--- config.mk ---
export PLATFORM = sky130hd
export DESIGN_NAME = soc_ctrl_top
export DESIGN_NICKNAME = d
export VERILOG_FILES = /design/src/hdl/soc_ctrl_pkg.sv /design/src/hdl/axil_ctrl_port.sv /design/src/hdl/cfg_regs.sv /design/src/hdl/intc_regs.sv /design/src/hdl/soc_ctrl_top.sv
export SDC_FILE = /design/constraint.sdc
export NUM_CORES = 1
export LEC_CHECK = 0
export BUFFER_PORTS_ARGS = -buffer_cell sky130_fd_sc_hd__buf_4
export CAP_MARGIN = 20
export CORE_MARGIN = 3
export CORE_UTILIZATION = 50
export CTS_CLUSTER_SIZE = 24
export DETAILED_ROUTE_END_ITERATION = 10
export GPL_ROUTABILITY_DRIVEN = 0
export PLACE_DENSITY = 0.77
export SLEW_MARGIN = 20
export SYNTH_ARGS = -nofsm -noshare
export SYNTH_HDL_FRONTEND = slang
export SYNTH_SLANG_ARGS = --single-unit
export TNS_END_PERCENT = 30
--- constraint.sdc ---
create_clock -name clk -period 2.5 [get_ports clk]
set_input_delay 0.375 -clock clk [delete_from_list [all_inputs] [get_ports clk]]
set_output_delay 0.375 -clock clk [all_outputs]
set_load 0.02 [all_outputs]
--- src/hdl/soc_ctrl_pkg.sv ---
`default_nettype none

package soc_ctrl_pkg;

// bus geometry
localparam int ADDR_W         = 32;
localparam int DATA_W         = 32;
localparam int STRB_W         = DATA_W / 8;
localparam int OFF_W          = 5;

// address bit 27 set selects the interrupt controller
localparam int TARGET_SEL_BIT = 27;
localparam int NUM_IRQ        = 8;

typedef logic [DATA_W - 1:0] data_t;
typedef logic [STRB_W - 1:0] strb_t;
typedef logic [ OFF_W - 1:0] off_t;
typedef logic [         1:0] resp_t;

localparam resp_t RESP_OKAY         = 2'd0;
localparam resp_t RESP_SLVERR       = 2'd2;

// configuration block map
localparam off_t  CFG_BOOTVEC_OFF   = 5'h00;
localparam off_t  CFG_CTRL_OFF      = 5'h04;

// interrupt controller map
localparam off_t  INTC_MSIP_OFF     = 5'h00;
localparam off_t  INTC_MTIME_OFF    = 5'h04;
localparam off_t  INTC_MTIMECMP_OFF = 5'h08;
localparam off_t  INTC_PEND_OFF     = 5'h0c;
localparam off_t  INTC_EN_OFF       = 5'h10;

localparam data_t BOOTVEC_RESET     = 32'h8000_0000;
localparam data_t MTIMECMP_RESET    = '1;

// expand byte strobes into a bit mask
function automatic data_t strb_mask(input strb_t strb);
    data_t mask;
    for (int i = 0; i < STRB_W; i++) begin
        mask[8 * i +: 8] = {8{strb[i]}};
    end
    return mask;
endfunction

endpackage

`default_nettype wire

--- src/hdl/axil_ctrl_port.sv ---
`timescale 1ns/1ps
`default_nettype none

module axil_ctrl_port (
    input  wire                                   clk,
    input  wire                                   arst_n,

    // AXI4-Lite slave
    input  wire  [soc_ctrl_pkg::ADDR_W - 1:0]     awaddr,
    input  wire                                   awvalid,
    output logic                                  awready,
    input  wire  soc_ctrl_pkg::data_t             wdata,
    input  wire  soc_ctrl_pkg::strb_t             wstrb,
    input  wire                                   wvalid,
    output logic                                  wready,
    output soc_ctrl_pkg::resp_t                   bresp,
    output logic                                  bvalid,
    input  wire                                   bready,
    input  wire  [soc_ctrl_pkg::ADDR_W - 1:0]     araddr,
    input  wire                                   arvalid,
    output logic                                  arready,
    output soc_ctrl_pkg::data_t                   rdata,
    output soc_ctrl_pkg::resp_t                   rresp,
    output logic                                  rvalid,
    input  wire                                   rready,

    // target access
    output logic                                  cfg_sel,
    output logic                                  intc_sel,
    output logic                                  acc_write,
    output soc_ctrl_pkg::off_t                    acc_off,
    output soc_ctrl_pkg::strb_t                   acc_strb,
    output soc_ctrl_pkg::data_t                   acc_wdata,
    input  wire  soc_ctrl_pkg::data_t             cfg_rdata,
    input  wire                                   cfg_err,
    input  wire  soc_ctrl_pkg::data_t             intc_rdata,
    input  wire                                   intc_err
);

typedef enum logic [1:0] {
    ST_IDLE,
    ST_ACCESS,
    ST_RESP
} state_t;

state_t                state;

logic                  aw_hs;
logic                  ar_hs;
logic                  resp_hs;

logic                  req_write;
logic                  req_tsel;
soc_ctrl_pkg::off_t    req_off;
soc_ctrl_pkg::strb_t   req_strb;
soc_ctrl_pkg::data_t   req_wdata;

soc_ctrl_pkg::data_t   resp_data;
soc_ctrl_pkg::resp_t   resp_code;
logic                  tgt_err;

// read has priority over a simultaneous write
assign arready = (state == ST_IDLE) && arvalid;
assign awready = (state == ST_IDLE) && awvalid && wvalid && !arvalid;
assign wready  = awready;

assign ar_hs   = arvalid && arready;
assign aw_hs   = awvalid && awready;
assign resp_hs = (bvalid && bready) || (rvalid && rready);

always_ff @(posedge clk or negedge arst_n) begin
    if (!arst_n) begin
        state     <= ST_IDLE;
        req_write <= 1'b0;
    end else begin
        case (state)
            ST_IDLE: begin
                if (ar_hs) begin
                    state     <= ST_ACCESS;
                    req_write <= 1'b0;
                end else if (aw_hs) begin
                    state     <= ST_ACCESS;
                    req_write <= 1'b1;
                end
            end
            // one select cycle, then respond
            ST_ACCESS: begin
                state <= ST_RESP;
            end
            ST_RESP: begin
                if (resp_hs) begin
                    state <= ST_IDLE;
                end
            end
            default: begin
                state <= ST_IDLE;
            end
        endcase
    end
end

// request payload
always_ff @(posedge clk) begin
    if (ar_hs) begin
        req_tsel <= araddr[soc_ctrl_pkg::TARGET_SEL_BIT];
        req_off  <= araddr[soc_ctrl_pkg::OFF_W - 1:0];
        req_strb <= '0;
    end else if (aw_hs) begin
        req_tsel  <= awaddr[soc_ctrl_pkg::TARGET_SEL_BIT];
        req_off   <= awaddr[soc_ctrl_pkg::OFF_W - 1:0];
        req_strb  <= wstrb;
        req_wdata <= wdata;
    end
end

assign cfg_sel   = (state == ST_ACCESS) && !req_tsel;
assign intc_sel  = (state == ST_ACCESS) && req_tsel;
assign acc_write = req_write;
assign acc_off   = req_off;
assign acc_strb  = req_strb;
assign acc_wdata = req_wdata;

assign tgt_err   = req_tsel ? intc_err : cfg_err;

// response captured at the end of the select cycle, held until taken
always_ff @(posedge clk) begin
    if (state == ST_ACCESS) begin
        resp_data <= req_tsel ? intc_rdata : cfg_rdata;
        resp_code <= tgt_err ? soc_ctrl_pkg::RESP_SLVERR : soc_ctrl_pkg::RESP_OKAY;
    end
end

assign bvalid = (state == ST_RESP) && req_write;
assign rvalid = (state == ST_RESP) && !req_write;
assign bresp  = resp_code;
assign rresp  = resp_code;
assign rdata  = resp_data;

endmodule

`default_nettype wire

--- src/hdl/cfg_regs.sv ---
`timescale 1ns/1ps
`default_nettype none

module cfg_regs (
    input  wire                         clk,
    input  wire                         arst_n,

    input  wire                         sel,
    input  wire                         acc_write,
    input  wire  soc_ctrl_pkg::off_t    acc_off,
    input  wire  soc_ctrl_pkg::strb_t   acc_strb,
    input  wire  soc_ctrl_pkg::data_t   acc_wdata,
    output soc_ctrl_pkg::data_t         rdata,
    output logic                        err,

    output soc_ctrl_pkg::data_t         core_bootvec,
    output logic                        core_rstn
);

soc_ctrl_pkg::data_t   bootvec;
logic                  run;
soc_ctrl_pkg::data_t   wmask;
logic                  wr_en;

assign wmask = soc_ctrl_pkg::strb_mask(acc_strb);
assign wr_en = sel && acc_write && !err;

// read decode, unmapped offsets flag an error
always_comb begin
    rdata = '0;
    err   = 1'b0;
    case (acc_off)
        soc_ctrl_pkg::CFG_BOOTVEC_OFF: rdata = bootvec;
        soc_ctrl_pkg::CFG_CTRL_OFF:    rdata = {31'b0, run};
        default:                       err   = 1'b1;
    endcase
end

always_ff @(posedge clk or negedge arst_n) begin
    if (!arst_n) begin
        bootvec <= soc_ctrl_pkg::BOOTVEC_RESET;
        run     <= 1'b0;
    end else if (wr_en) begin
        if (acc_off == soc_ctrl_pkg::CFG_BOOTVEC_OFF) begin
            bootvec <= (bootvec & ~wmask) | (acc_wdata & wmask);
        end
        // run lives in the low byte
        if (acc_off == soc_ctrl_pkg::CFG_CTRL_OFF && acc_strb[0]) begin
            run <= acc_wdata[0];
        end
    end
end

assign core_bootvec = bootvec;

// run clears asynchronously with arst_n, so the core is held in reset then too
assign core_rstn = run;

endmodule

`default_nettype wire

--- src/hdl/intc_regs.sv ---
`timescale 1ns/1ps
`default_nettype none

module intc_regs (
    input  wire                                  clk,
    input  wire                                  arst_n,

    input  wire                                  sel,
    input  wire                                  acc_write,
    input  wire  soc_ctrl_pkg::off_t             acc_off,
    input  wire  soc_ctrl_pkg::strb_t            acc_strb,
    input  wire  soc_ctrl_pkg::data_t            acc_wdata,
    output soc_ctrl_pkg::data_t                  rdata,
    output logic                                 err,

    input  wire  [soc_ctrl_pkg::NUM_IRQ - 1:0]   irq_src,
    output logic                                 msip,
    output logic                                 mtip,
    output logic                                 meip
);

logic                                 msip_q;
soc_ctrl_pkg::data_t                  mtime;
soc_ctrl_pkg::data_t                  mtimecmp;
logic [soc_ctrl_pkg::NUM_IRQ - 1:0]   pend;
logic [soc_ctrl_pkg::NUM_IRQ - 1:0]   en;
logic [soc_ctrl_pkg::NUM_IRQ - 1:0]   irq_q;
logic [soc_ctrl_pkg::NUM_IRQ - 1:0]   irq_rise;
logic [soc_ctrl_pkg::NUM_IRQ - 1:0]   pend_clr;

soc_ctrl_pkg::data_t                  wmask;
soc_ctrl_pkg::data_t                  wbits;
logic                                 wr_en;

assign wmask = soc_ctrl_pkg::strb_mask(acc_strb);
assign wbits = acc_wdata & wmask;
assign wr_en = sel && acc_write && !err;

always_comb begin
    rdata = '0;
    err   = 1'b0;
    case (acc_off)
        soc_ctrl_pkg::INTC_MSIP_OFF:     rdata = {31'b0, msip_q};
        soc_ctrl_pkg::INTC_MTIME_OFF:    rdata = mtime;
        soc_ctrl_pkg::INTC_MTIMECMP_OFF: rdata = mtimecmp;
        soc_ctrl_pkg::INTC_PEND_OFF:     rdata = soc_ctrl_pkg::data_t'(pend);
        soc_ctrl_pkg::INTC_EN_OFF:       rdata = soc_ctrl_pkg::data_t'(en);
        default:                         err   = 1'b1;
    endcase
end

// software interrupt and enables
always_ff @(posedge clk or negedge arst_n) begin
    if (!arst_n) begin
        msip_q   <= 1'b0;
        en       <= '0;
        mtimecmp <= soc_ctrl_pkg::MTIMECMP_RESET;
    end else if (wr_en) begin
        if (acc_off == soc_ctrl_pkg::INTC_MSIP_OFF && acc_strb[0]) begin
            msip_q <= acc_wdata[0];
        end
        if (acc_off == soc_ctrl_pkg::INTC_EN_OFF) begin
            en <= (en & ~wmask[soc_ctrl_pkg::NUM_IRQ - 1:0]) |
                  wbits[soc_ctrl_pkg::NUM_IRQ - 1:0];
        end
        if (acc_off == soc_ctrl_pkg::INTC_MTIMECMP_OFF) begin
            mtimecmp <= (mtimecmp & ~wmask) | wbits;
        end
    end
end

// free running timer, a write replaces the increment for that cycle
always_ff @(posedge clk or negedge arst_n) begin
    if (!arst_n) begin
        mtime <= '0;
    end else if (wr_en && acc_off == soc_ctrl_pkg::INTC_MTIME_OFF) begin
        mtime <= (mtime & ~wmask) | wbits;
    end else begin
        mtime <= mtime + 1'b1;
    end
end

assign mtip = (mtime >= mtimecmp);

// edge latch for external sources
assign irq_rise = irq_src & ~irq_q;
assign pend_clr = (wr_en && acc_off == soc_ctrl_pkg::INTC_PEND_OFF) ?
                  wbits[soc_ctrl_pkg::NUM_IRQ - 1:0] : '0;

always_ff @(posedge clk or negedge arst_n) begin
    if (!arst_n) begin
        irq_q <= '0;
        pend  <= '0;
    end else begin
        irq_q <= irq_src;
        // a new edge beats a clear in the same cycle
        pend  <= (pend & ~pend_clr) | irq_rise;
    end
end

assign meip = |(pend & en);
assign msip = msip_q;

endmodule

`default_nettype wire

--- src/hdl/soc_ctrl_top.sv ---
`timescale 1ns/1ps
`default_nettype none

module soc_ctrl_top (
    input  wire                                  clk,
    input  wire                                  arst_n,

    // AXI4-Lite slave
    input  wire  [soc_ctrl_pkg::ADDR_W - 1:0]    awaddr,
    input  wire                                  awvalid,
    output logic                                 awready,
    input  wire  soc_ctrl_pkg::data_t            wdata,
    input  wire  soc_ctrl_pkg::strb_t            wstrb,
    input  wire                                  wvalid,
    output logic                                 wready,
    output soc_ctrl_pkg::resp_t                  bresp,
    output logic                                 bvalid,
    input  wire                                  bready,
    input  wire  [soc_ctrl_pkg::ADDR_W - 1:0]    araddr,
    input  wire                                  arvalid,
    output logic                                 arready,
    output soc_ctrl_pkg::data_t                  rdata,
    output soc_ctrl_pkg::resp_t                  rresp,
    output logic                                 rvalid,
    input  wire                                  rready,

    // interrupt sources and core control
    input  wire  [soc_ctrl_pkg::NUM_IRQ - 1:0]   irq_src,
    output logic                                 core_rstn,
    output soc_ctrl_pkg::data_t                  core_bootvec,
    output logic                                 msip,
    output logic                                 mtip,
    output logic                                 meip
);

logic                  cfg_sel;
logic                  intc_sel;
logic                  acc_write;
soc_ctrl_pkg::off_t    acc_off;
soc_ctrl_pkg::strb_t   acc_strb;
soc_ctrl_pkg::data_t   acc_wdata;
soc_ctrl_pkg::data_t   cfg_rdata;
logic                  cfg_err;
soc_ctrl_pkg::data_t   intc_rdata;
logic                  intc_err;

axil_ctrl_port u_port (
    .clk        ( clk        ),
    .arst_n     ( arst_n     ),
    .awaddr     ( awaddr     ),
    .awvalid    ( awvalid    ),
    .awready    ( awready    ),
    .wdata      ( wdata      ),
    .wstrb      ( wstrb      ),
    .wvalid     ( wvalid     ),
    .wready     ( wready     ),
    .bresp      ( bresp      ),
    .bvalid     ( bvalid     ),
    .bready     ( bready     ),
    .araddr     ( araddr     ),
    .arvalid    ( arvalid    ),
    .arready    ( arready    ),
    .rdata      ( rdata      ),
    .rresp      ( rresp      ),
    .rvalid     ( rvalid     ),
    .rready     ( rready     ),
    .cfg_sel    ( cfg_sel    ),
    .intc_sel   ( intc_sel   ),
    .acc_write  ( acc_write  ),
    .acc_off    ( acc_off    ),
    .acc_strb   ( acc_strb   ),
    .acc_wdata  ( acc_wdata  ),
    .cfg_rdata  ( cfg_rdata  ),
    .cfg_err    ( cfg_err    ),
    .intc_rdata ( intc_rdata ),
    .intc_err   ( intc_err   )
);

cfg_regs u_cfg_regs (
    .clk          ( clk          ),
    .arst_n       ( arst_n       ),
    .sel          ( cfg_sel      ),
    .acc_write    ( acc_write    ),
    .acc_off      ( acc_off      ),
    .acc_strb     ( acc_strb     ),
    .acc_wdata    ( acc_wdata    ),
    .rdata        ( cfg_rdata    ),
    .err          ( cfg_err      ),
    .core_bootvec ( core_bootvec ),
    .core_rstn    ( core_rstn    )
);

intc_regs u_intc_regs (
    .clk       ( clk        ),
    .arst_n    ( arst_n     ),
    .sel       ( intc_sel   ),
    .acc_write ( acc_write  ),
    .acc_off   ( acc_off    ),
    .acc_strb  ( acc_strb   ),
    .acc_wdata ( acc_wdata  ),
    .rdata     ( intc_rdata ),
    .err       ( intc_err   ),
    .irq_src   ( irq_src    ),
    .msip      ( msip       ),
    .mtip      ( mtip       ),
    .meip      ( meip       )
);

endmodule

`default_nettype wire

Word-level counts from Yosys, hierarchy flattened
Index checks and enable logic that the tools add are counted.
{ "word_totals": {"out_inout_bits": 77, "ff_bits": 201, "word_cells": 101} }
{ "classes": {"n_lt_le_gt_ge": 1, "n_reduce_logical": 38, "bitwise_logic": 18, "n_mux": 19, "eq_ne": 8, "n_addsub": 1} }
{ "op_table": {"columns": ["op", "n"], "rows": [
  ["32-bit case mux with 5 select lines", 1],
  ["32-bit bitwise AND", 4],
  ["32-bit bitwise OR", 3],
  ["32-bit 2-to-1 mux", 2],
  ["32-bit case mux with 2 select lines", 1],
  ["32-bit by 1-bit adder with 32-bit output, second input constant", 1],
  ["8-bit bitwise AND", 4],
  ["32-bit greater-or-equal comparator", 1],
  ["32-bit NOT", 1],
  ["8-bit NOT", 3],
  ["1-bit logical AND", 20],
  ["8-bit bitwise OR", 2],
  ["2-bit AND reduction", 8],
  ["5-bit by 4-bit equality test with 1-bit output, second input constant", 2],
  ["5-bit 2-to-1 mux", 2],
  ["2-bit 2-to-1 mux", 4],
  ["8-bit 2-to-1 mux", 1],
  ["8-bit OR reduction", 1],
  ["1-bit 2-to-1 mux", 7],
  ["2-bit case mux with 3 select lines", 1],
  ["5-bit by 3-bit equality test with 1-bit output, second input constant", 1],
  ["5-bit equality test, second input constant", 1],
  ["5-bit zero test", 1],
  ["5-bit OR reduction", 1],
  ["other kinds (10)", 12]
]} }

Depth between registers and ports, before layout
Gate-level depths: netlist of run 1.
{ "depth": {"word_depth": 9, "depth_mapped": 8} }

Cells and area by module
A second synthesis of run 1 with hierarchy kept.
{ "unflattened": {"hier_cells": 818, "hier_area_um2": 9923.3} }
{ "by_module_without_submodules": {"columns": ["mod", "instances", "seq_area_each_um2", "cells_per_inst", "area_per_inst_um2"], "rows": [
  ["intc_regs", 1, 2267.2, 538, 5335.1],
  ["axil_ctrl_port", 1, 2287.2, 164, 3029.2],
  ["cfg_regs", 1, 827.0, 116, 1559.0]
]} }

Worst setup path after synthesis of run 1
No wires, ideal clock.
{ "synth_timing": {"path_kind": "flip-flop to output port", "startpoint": "register with a tool-made name", "endpoint": "output mtip", "arrival_ps": 2114, "t_required_ps": 2125, "stages_incl_launch_ff": 8, "path_buffers": 0, "setup_slack_ps": 11, "path_cell_list": "dfstp_2 inv_1 ha_1 nand4_1 or2_2 a2111oi_0 nor4b_1 o21ai_0"} }
{ "synth_lines": {"columns": ["item", "line", "rtl"], "rows": [
  ["end: declaration", "soc_ctrl_top.sv:32", "output logic mtip,"]
]} }

==> impl_metrics.yaml, run 1 <==
synthesis:
  synth_cell_type_count: 67
  yosys.area_share.xor_xnor: 0
  synth-edff-count: 71
  post_synth_and_or_nand_nor_area_fraction: 0.110
  netlist_area_mm2: 0.00952
  synth_sequential_area_ratio: 0.565
  yosys_warnings: 0
  syn_inst: 802
  synth-compound-area-share: 0.140
  ys_ff_latch: 200
  synth_top_family_by_area: "compound AO/OA/AOI/OAI gates"
  yosys-mux-area-fraction: 0.101
  synth-adder-area-share: 0.0434
  dominant_register_cell_in_the_synthesized_netlist: "sky130_fd_sc_hd__dfrtp_1"
  synth_area_per_cell_um2: 11.9
  ys_async_sr_fraction: 0.625
layout:
  post_layout_nonfiller_instances: 1243
  proportion_of_layout_cells_with_a_drive_suffix_above_1: 0.382
  postLayoutCoreUtil: 0.667
  mostFrequentLayoutCells: "sky130_fd_sc_hd__buf_4 (213), sky130_fd_sc_hd__dfrtp_1 (92), sky130_fd_sc_hd__edfxtp_1 (71), sky130_fd_sc_hd__nand2_1 (62), sky130_fd_sc_hd__mux2_2 (49)"
  synthToLayoutAreaGrowth_pct: 28.3
  antenna_cells: 0
  final_design_area_no_fill_mm2: 0.0122
  most_common_cell_after_layout_fill_and_taps_aside: "sky130_fd_sc_hd__buf_4"
  design.final.nets: 1149
clocking:
  cts_made_buffers: 17
  clock_tree.buffer_depth: 2
  cts_tree: "done"
  clock_tree.htree_level_count: 4
  numClockSinks: 200
  clk_latency_ns: 0.45
  clk_transition_reported_paths_ns: 0.08
  clockRootBuffer: "sky130_fd_sc_hd__clkbuf_16"
grt:
  grt_pass1_vias: 7661
  met2_usage_grt: 0.402
  overflow: 0
  grt.met1_usage: 0.318
  globalRouteMet3Util: 0.0499
  antenna_found_initial: 0
  highest_utilization_routing_layer_at_the_global_route_stage: "met2"
  total_routing_usage_gr: 0.244
  grt_max_degree: 58
  grt_first_pass_wirelength_um: 39600
setup_path:
  criticalPathCategory: "flop to primary output"
  timing.reg2reg.setup_slack_ns: 0.16
  reg2regPathDepth: 7
  critPathRequiredTime_ns: 2.12
  cp.buffers_inverters: 2
  crit-reg2reg-launch: "u_port.acc_off[1]"
  timing.critical_path.cells: "inv_2, ha_4, a21oi_4, o21ai_2, a221o_1, a2111oi_4, o21ai_4, buf_6"
  cp-start-kind: "flop"
  crit_path_max_incr_delay_ns: 0.54
  cell_family_contributing_the_most_delay_on_the_critical_path: "compound AO/OA/AOI/OAI gates"
  slowest_stage: "sky130_fd_sc_hd__dfstp_2"
  timing.critical_path.arrival_ns: 2.50
  critical_path_peak_fanout: 3
  endpoint_kind: "primary output"
placement:
  placement.io_buffers: 137
  place_area_mm2: 0.0112
  placement_stage_worst_setup_slack_ns: -0.230
  placed_cell_count: 1202
  hpwlAfterDp_um: 16600
min_path:
  min_from: "irq_src[5]"
  min_path_cells: 1
  hold_end: "u_intc_regs.irq_q[5]"
  min_delay_path_class: "primary input to flop"
floorplanning:
  die_h_um: 144
  floorplan.core_area_mm2: 0.0183
  ioPinCount: 192
  die-width_um: 144
  starting_density: 0.520
  fp.dieArea_mm2: 0.0207
  num_rows: 49
timing:
  slew_viol_final: 0
  timing.fmax_ghz: 0.348
  timing.slew.headroom: 0.542
  min_period_over_period: 1.15
  hold_violations: 0
  post-route-min-period_ns: 2.87
  setup_repair_after_global_routing_missed_its_margin: "true"
  tightest_slew_ns: 0.685
  final_report_setup_violation_count: 1
  fin_skew_ns: 0.0133
  post_route_worst_hold_slack_ns: 0.0372
  final.setup.worst_slack_ns: -0.372
pwr:
  static-leakage-power_nw: 5.29
  power_density_mw_per_mm2: 700
  vdd_drop_max_v: 0.000532
status:
  run_status: "complete, but fails checks"
  violations_in_the_final_reports: "negative setup slack"
route:
  viasPerCell: 6.04
  drc: 0
  drt.antenna.violating_nets: 0
  drt_pre_antenna_iters: 6
  wire_per_inst_um: 19.6
  first_iter_violations: 734
  via_count: 7506
  detail_route.wirelength_um: 24300
flow_run:
  max_cap_violations: 0
-- repair_timing --
item / CTS / global route
setup buffers: 7 / 2
hold endpoints to repair: 10 / 0
pin swaps: 22 / 1
gates resized for setup: 42 / 8
endpoints found under the setup margin: 2 / 20
hold buffers: 1 / 0
-- cells in the mapped netlist, types with 30 or more instances --
master | number | area (µm²)
sky130_fd_sc_hd__edfxtp_1 | 71 | 2130
sky130_fd_sc_hd__mux2_1 | 32 | 360
sky130_fd_sc_hd__ha_1 | 33 | 413
sky130_fd_sc_hd__a22oi_1 | 30 | 225
sky130_fd_sc_hd__a21oi_1 | 35 | 175
sky130_fd_sc_hd__inv_1 | 53 | 199
sky130_fd_sc_hd__dfrtp_1 | 92 | 2300
sky130_fd_sc_hd__nand2_1 | 62 | 233
sky130_fd_sc_hd__o21ai_0 | 42 | 210
sky130_fd_sc_hd__dfstp_2 | 33 | 867
sky130_fd_sc_hd__nor2_1 | 31 | 116
sky130_fd_sc_hd__mux2_2 | 49 | 552
sky130_fd_sc_hd__nand3_1 | 33 | 165
-- through the flow --
stage / setup TNS [ns] / total power (W)
final: -0.372 / 0.00856
after detailed placement: -0.230 / 0.00565
after floorplan: 0 / 0.00482
after CTS: -0.327 / 0.00857
after global placement: -0.206 / 0.00561
after global routing: -0.454 / 0.00891
-- routing by layer --
layer | wire length (µm) | part of all wire
met3 | 1480 | 0.061
met5 | 0 | 0
met4 | 703 | 0.029
met1 | 10200 | 0.42
met2 | 11900 | 0.49
-- cell type report --
cell class              count  area (µm²)
clock inverters            15         184
well taps                 229         287
multi-input cells         512        4080
inverters                  53         199
clock buffers              17         425
flip-flops and latches    200        5380
fillers                  1352        6110
repair buffers            217        1660
-- report_power, final --
part           switching [W]  internal (W)
registers           0.000212       0.00374
clock network        0.00138       0.00144
logic                0.00102      0.000780
total                0.00260       0.00595
-- worst max-delay path by stage --
stage               slack (ns)  cells after the start   end
floorplan                 0.01                      7  mtip
global placement         -0.21                      8  mtip
detailed placement       -0.23                      9  mtip
CTS                      -0.33                      7  mtip
global route             -0.45                      8  mtip
finish                   -0.37                      8  mtip
-- cells by family after synthesis --
logic type / count (synthesis)
and+or+nand+nor: 201
DFF: 200
AOI/OAI and AO/OA: 190
buffers and inverters: 91
muxes: 86
adders and majority gates: 33
other: 1
Note: power is estimated with default switching activity, not from simulation.
==> run 2, diff against run 1 <==
--- a/config.mk
+++ b/config.mk
@@ -5,14 +5,14 @@
 export SDC_FILE = /design/constraint.sdc
 export NUM_CORES = 1
 export LEC_CHECK = 0
-export BUFFER_PORTS_ARGS = -buffer_cell sky130_fd_sc_hd__buf_4
 export CAP_MARGIN = 20
 export CORE_MARGIN = 3
-export CORE_UTILIZATION = 50
+export CORE_UTILIZATION = 55
 export CTS_CLUSTER_SIZE = 24
 export DETAILED_ROUTE_END_ITERATION = 10
+export DONT_BUFFER_PORTS = 1
 export GPL_ROUTABILITY_DRIVEN = 0
-export PLACE_DENSITY = 0.77
+export PLACE_DENSITY = 0.73
 export SLEW_MARGIN = 20
 export SYNTH_ARGS = -nofsm -noshare
 export SYNTH_HDL_FRONTEND = slang
==> run 2 against run 1 <==
Sequential power up 4%. Register-to-register slack better by 0.05 ns. Worst setup slack better by 0.029 ns. Count of clock-buffer cells in the layout up 2. The run ends with negative hold slack, negative setup slack left. First-iteration DRC count down 10%. Sequential cell count unchanged. Largest power group unchanged. Global-route usage up 1.9 points. Critical path depth down 1. Cell area down 8.6%.
==> impl_metrics.yaml, run 2 (synthesis gave the netlist of run 1 again) <==
status:
  run_status: "complete, but fails checks"
  violations_in_the_final_reports: "negative hold slack, negative setup slack"
clocking:
  clock_tree.buffer_depth: 2
  clk_transition_reported_paths_ns: 0.07
  clock_tree.htree_level_count: 4
  cts_tree: "done"
  clk_latency_ns: 0.43
  numClockSinks: 200
  cts_made_buffers: 17
  clockRootBuffer: "sky130_fd_sc_hd__clkbuf_16"
  post_cts_hold_buffer_count: 8
timing:
  hold_violations: 125
  min_period_over_period: 1.14
  finalSetupTns_ns: -0.343
  fin_skew_ns: 0.00863
  timing.slew.headroom: 0.581
  tightest_slew_ns: 0.627
  timing.fmax_ghz: 0.352
  post-route-min-period_ns: 2.84
  post_route_worst_hold_slack_ns: -0.374
  slew_viol_final: 0
  final.setup.worst_slack_ns: -0.343
  final_report_setup_violation_count: 1
  setup_repair_after_global_routing_missed_its_margin: "true"
pwr:
  power_density_mw_per_mm2: 746
  vdd_drop_max_v: 0.000686
  static-leakage-power_nw: 4.61
setup_path:
  timing.critical_path.arrival_ns: 2.47
  critical_path_peak_fanout: 3
  reg2regPathDepth: 6
  timing.reg2reg.setup_slack_ns: 0.21
  critPathRequiredTime_ns: 2.12
  crit-reg2reg-launch: "u_port.acc_off[1]"
  criticalPathCategory: "flop to primary output"
  endpoint_kind: "primary output"
  cp-start-kind: "flop"
floorplanning:
  num_rows: 47
  ioPinCount: 192
  die_h_um: 138
  fp.dieArea_mm2: 0.0189
  starting_density: 0.568
  floorplan.core_area_mm2: 0.0168
  die-width_um: 138
placement:
  placement.io_buffers: 0
  placement_stage_worst_setup_slack_ns: -0.220
  hpwlAfterDp_um: 16400
route:
  drt_pre_antenna_iters: 5
  viasPerCell: 6.36
  first_iter_violations: 658
  wire_per_inst_um: 21.8
  drt.antenna.violating_nets: 0
  via_count: 7002
  drc: 0
  detail_route.wirelength_um: 24000
layout:
  fillerInstances: 1201
  mostFrequentLayoutCells: "sky130_fd_sc_hd__dfrtp_1 (92), sky130_fd_sc_hd__buf_4 (73), sky130_fd_sc_hd__edfxtp_1 (71), sky130_fd_sc_hd__nand2_1 (62), sky130_fd_sc_hd__mux2_2 (49)"
  synthToLayoutAreaGrowth_pct: 17.2
  proportion_of_layout_cells_with_a_drive_suffix_above_1: 0.274
  design.final.nets: 1016
  antenna_cells: 0
  most_common_cell_after_layout_fill_and_taps_aside: "sky130_fd_sc_hd__dfrtp_1"
flow_run:
  max_cap_violations: 0
min_path:
  min_delay_path_class: "primary input to asynchronous set/reset pin"
grt:
  grt_pass1_vias: 7271
  total_routing_usage_gr: 0.263
  overflow: 0
  grt_max_degree: 126
  antenna_found_initial: 0
  grt_first_pass_wirelength_um: 38500
## run 2: cell type report
cell class | instances | area, µm² | area share
Tap cell | 220 | 275 | 0.0247
Sequential cell | 200 | 5380 | 0.482
Timing Repair Buffer | 84 | 679 | 0.0608
Clock inverter | 13 | 155 | 0.0139
Inverter | 53 | 199 | 0.0178
Multi-Input combinational cell | 512 | 4020 | 0.360
Clock buffer | 19 | 453 | 0.0406
## run 2: layer usage
layer | routed length [µm] | share of wire | global-route usage | vias up
li1 | - | - | - | 3146
met1 | 9720 | 0.41 | 0.339 | 3473
met2 | 12000 | 0.50 | 0.434 | 335
met3 | 1800 | 0.075 | 0.0705 | 48
met4 | 465 | 0.019 | 0.0848 | 0
met5 | 0 | 0 | 0 | -
## run 2: worst max-delay path by stage
stage / slack, ns / endpoint
final: -0.34 / mtip
after global routing: -0.43 / mtip
after CTS: -0.32 / mtip
after detailed placement: -0.22 / mtip
after global placement: -0.24 / mtip
after floorplan: 0.01 / mtip
## run 2: per-stage QoR
stage | total power, W | cell area [µm²] | cells | utilization | hold slack (ns)
floorplan | 0.00482 | 9530 | 803 | - | 0.0794
global placement | 0.00529 | 10200 | 1056 | 0.609 | 0.0842
detailed placement | 0.00534 | 10200 | 1056 | 0.609 | 0.0860
CTS | 0.00834 | 11200 | 1101 | 0.666 | -0.383
global route | 0.00865 | 11200 | 1101 | 0.666 | -0.396
finish | 0.00833 | 11200 | 1101 | 0.666 | -0.374
## run 2: worst max-delay path, stage by stage, from the launching register on
cell and delay, ns:
sky130_fd_sc_hd__dfstp_2 0.55, sky130_fd_sc_hd__inv_2 0.05, sky130_fd_sc_hd__ha_4 0.22, sky130_fd_sc_hd__and4_1 0.21, sky130_fd_sc_hd__a221o_1 0.39, sky130_fd_sc_hd__a2111oi_4 0.36, sky130_fd_sc_hd__o21ai_4 0.10, sky130_fd_sc_hd__buf_6 0.14
## run 2: power breakdown
part	internal (W)	leakage [nW]	switching (W)
logic	0.000584	2.07	0.000772
clock network	0.00156	0.301	0.00129
registers	0.00375	2.24	0.000374
## run 2: repair_timing
action | in CTS | in global routing
resized for setup | 36 | 3
endpoints found under the setup margin | 1 | 5
setup buffers | 5 | 0
pin swaps | 14 | 2
endpoints found under the hold margin | 133 | 125
==> run 3, diff against run 2 <==
--- a/config.mk
+++ b/config.mk
@@ -7,14 +7,14 @@
 export LEC_CHECK = 0
 export CAP_MARGIN = 20
 export CORE_MARGIN = 3
-export CORE_UTILIZATION = 55
+export CORE_UTILIZATION = 58
 export CTS_CLUSTER_SIZE = 24
 export DETAILED_ROUTE_END_ITERATION = 10
 export DONT_BUFFER_PORTS = 1
 export GPL_ROUTABILITY_DRIVEN = 0
-export PLACE_DENSITY = 0.73
+export PLACE_DENSITY = 0.76
 export SLEW_MARGIN = 20
 export SYNTH_ARGS = -nofsm -noshare
 export SYNTH_HDL_FRONTEND = slang
 export SYNTH_SLANG_ARGS = --single-unit
-export TNS_END_PERCENT = 30
+export TNS_END_PERCENT = 20
==> run 3 against run 2 <==
The run still ends with negative hold slack, negative setup slack left. Clock skew is 0.0016 ns higher. Worst hold slack better by 0.0044 ns. Worst setup slack better by 0.025 ns. Sequential share of layout area is 0.059 points lower. Die area is 4.9% lower. Sequential power hardly changed. Power is 0.27% higher. Critical path depth is 1 higher. Combinational power hardly changed. Cell area is 0.12% higher.
==> impl_metrics.yaml, run 3 (synthesis gave the netlist of run 1 again) <==
clocking:
  numClockSinks: 200
  post_cts_hold_buffer_count: 8
  clock_tree.buffer_depth: 2
  clk_transition_reported_paths_ns: 0.08
  cts_tree: "done"
  cts_made_buffers: 17
  clockRootBuffer: "sky130_fd_sc_hd__clkbuf_16"
  clk_latency_ns: 0.44
  clock_tree.htree_level_count: 4
setup_path:
  endpoint_kind: "primary output"
  timing.critical_path.cells: "inv_2, ha_4, a21oi_2, o21ai_2, a221o_1, a2111oi_4, o21ai_2, buf_6"
  critical_path_peak_fanout: 2
  cp-start-kind: "flop"
  timing.reg2reg.setup_slack_ns: 0.12
  slowest_stage: "sky130_fd_sc_hd__dfstp_2"
  cp_common_cell: "sky130_fd_sc_hd__o21ai_2"
  criticalPathCategory: "flop to primary output"
  crit_path_max_incr_delay_ns: 0.54
  critPathRequiredTime_ns: 2.12
  timing.critical_path.arrival_ns: 2.44
  reg2regPathDepth: 7
route:
  drc: 0
  routed-wl-met3_um: 2030
  top_layer: "met4"
  drt.antenna.violating_nets: 0
  routedLengthMet1_um: 9560
  wire_per_inst_um: 22.6
  met2RoutedLength_um: 12400
  drt_pre_antenna_iters: 6
  viasPerCell: 6.55
  via_count: 7172
  detail_route.wirelength_um: 24700
  first_iter_violations: 742
layout:
  synthToLayoutAreaGrowth_pct: 17.4
  most_common_cell_after_layout_fill_and_taps_aside: "sky130_fd_sc_hd__dfrtp_1"
  antenna_cells: 0
  mostFrequentLayoutCells: "sky130_fd_sc_hd__dfrtp_1 (92), sky130_fd_sc_hd__edfxtp_1 (71), sky130_fd_sc_hd__buf_4 (70), sky130_fd_sc_hd__nand2_1 (62), sky130_fd_sc_hd__mux2_2 (49)"
  proportion_of_layout_cells_with_a_drive_suffix_above_1: 0.276
  design.final.nets: 1014
timing:
  tightest_slew_ns: 0.643
  timing.fmax_ghz: 0.355
  timing.slew.headroom: 0.571
  post-route-min-period_ns: 2.82
  setup_repair_after_global_routing_missed_its_margin: "true"
  hold_violations: 125
  post_route_worst_hold_slack_ns: -0.369
  slew_viol_final: 0
  final.setup.worst_slack_ns: -0.318
  final_report_setup_violation_count: 1
  min_period_over_period: 1.13
  fin_skew_ns: 0.0103
placement:
  placement.io_buffers: 0
  placement_stage_worst_setup_slack_ns: -0.275
  hpwlAfterDp_um: 16400
pwr:
  power_density_mw_per_mm2: 747
  vdd_drop_max_v: 0.000632
  netSwitchingPower_w: 0.00244
  power.combinational.fraction: 0.161
  cell_internal_pwr_w: 0.00591
  power.clock.fraction: 0.346
  share_seq_of_total_power: 0.494
  sw_frac_of_total: 0.292
  static-leakage-power_nw: 4.61
  power.total_w: 0.00835
flow_run:
  max_cap_violations: 0
grt:
  overflow: 0
  grt_first_pass_wirelength_um: 39400
  grt_pass1_vias: 7447
  grt_max_degree: 126
  antenna_found_initial: 0
  total_routing_usage_gr: 0.279
status:
  violations_in_the_final_reports: "negative hold slack, negative setup slack"
  run_status: "complete, but fails checks"
floorplanning:
  die-width_um: 134
  num_rows: 46
  fp.dieArea_mm2: 0.0180
  die_h_um: 134
  ioPinCount: 192
  starting_density: 0.595
  floorplan.core_area_mm2: 0.0160
min_path:
  min_delay_path_class: "primary input to asynchronous set/reset pin"
==> run 3: changes by cell type in the layout (fill, tap and decap cells not counted), sizes merged <==
cell / previous run / this run
buf: 76 / 74
bufinv: 2 / 3
inv: 61 / 60
clkbuf: 19 / 18
clkinvlp: 1 / 2
==> run 3: worst max-delay path by stage <==
stage | start | endpoint | slack [ns] | depth (start not counted)
floorplan | flop | mtip | 0.01 | 7
detailed placement | flop | mtip | -0.28 | 8
global placement | flop | mtip | -0.25 | 8
global route | flop | mtip | -0.42 | 7
CTS | flop | mtip | -0.29 | 8
finish | flop | mtip | -0.32 | 8
==> run 3: power groups by stage <==
| stage | clock (W) | sequential, W | combinational, W |
|---|---|---|---|
| finish | 0.00289 | 0.00412 | 0.00134 |
| global route | 0.00307 | 0.00415 | 0.00145 |
| CTS | 0.00291 | 0.00412 | 0.00130 |
| detailed placement | 0 | 0.00418 | 0.00117 |
| global placement | 0 | 0.00417 | 0.00111 |
| floorplan | 0 | 0.00413 | 0.000697 |
==> run 3: metal layers <==
layer,up-vias,global-route usage
li1,3128,-
met1,3555,0.345
met2,411,0.475
met3,78,0.0731
met4,0,0.105
met5,-,0
==> run 3: through the flow <==
| step | utilization | cell area [µm²] | cells | TNS (ns) |
|---|---|---|---|---|
| final | 0.699 | 11200 | 1095 | -0.318 |
| after floorplan | - | 9530 | 803 | 0 |
| after global placement | 0.635 | 10200 | 1048 | -0.250 |
| after detailed placement | 0.635 | 10200 | 1048 | -0.275 |
| after global routing | 0.699 | 11200 | 1095 | -0.421 |
| after CTS | 0.697 | 11200 | 1095 | -0.290 |
==> run 3: area by class of cell <==
class / instances / area [µm²]
fill: 1122 / 4820
sequential: 200 / 5380
tap: 216 / 270
timing repair buffer: 82 / 668
clock buffer: 18 / 429
multi-input combinational: 512 / 4050
clock inverter: 14 / 185
inverter: 53 / 199
==> run 3: critical path, delay by kind of cell, from the launching register on <==
family	cells	cell delay [ns]
compound gates	5	1.02
flops	1	0.54
fa+ha+maj	1	0.24
buf+inv	2	0.20
==> run 3: repair_timing <==
action	4_1_cts	5_1_grt
endpoints found under the setup margin	1	6
resized for setup	42	5
gates cloned	0	0
pin swaps	20	2
setup buffers	8	0
endpoints found under the hold margin	133	125
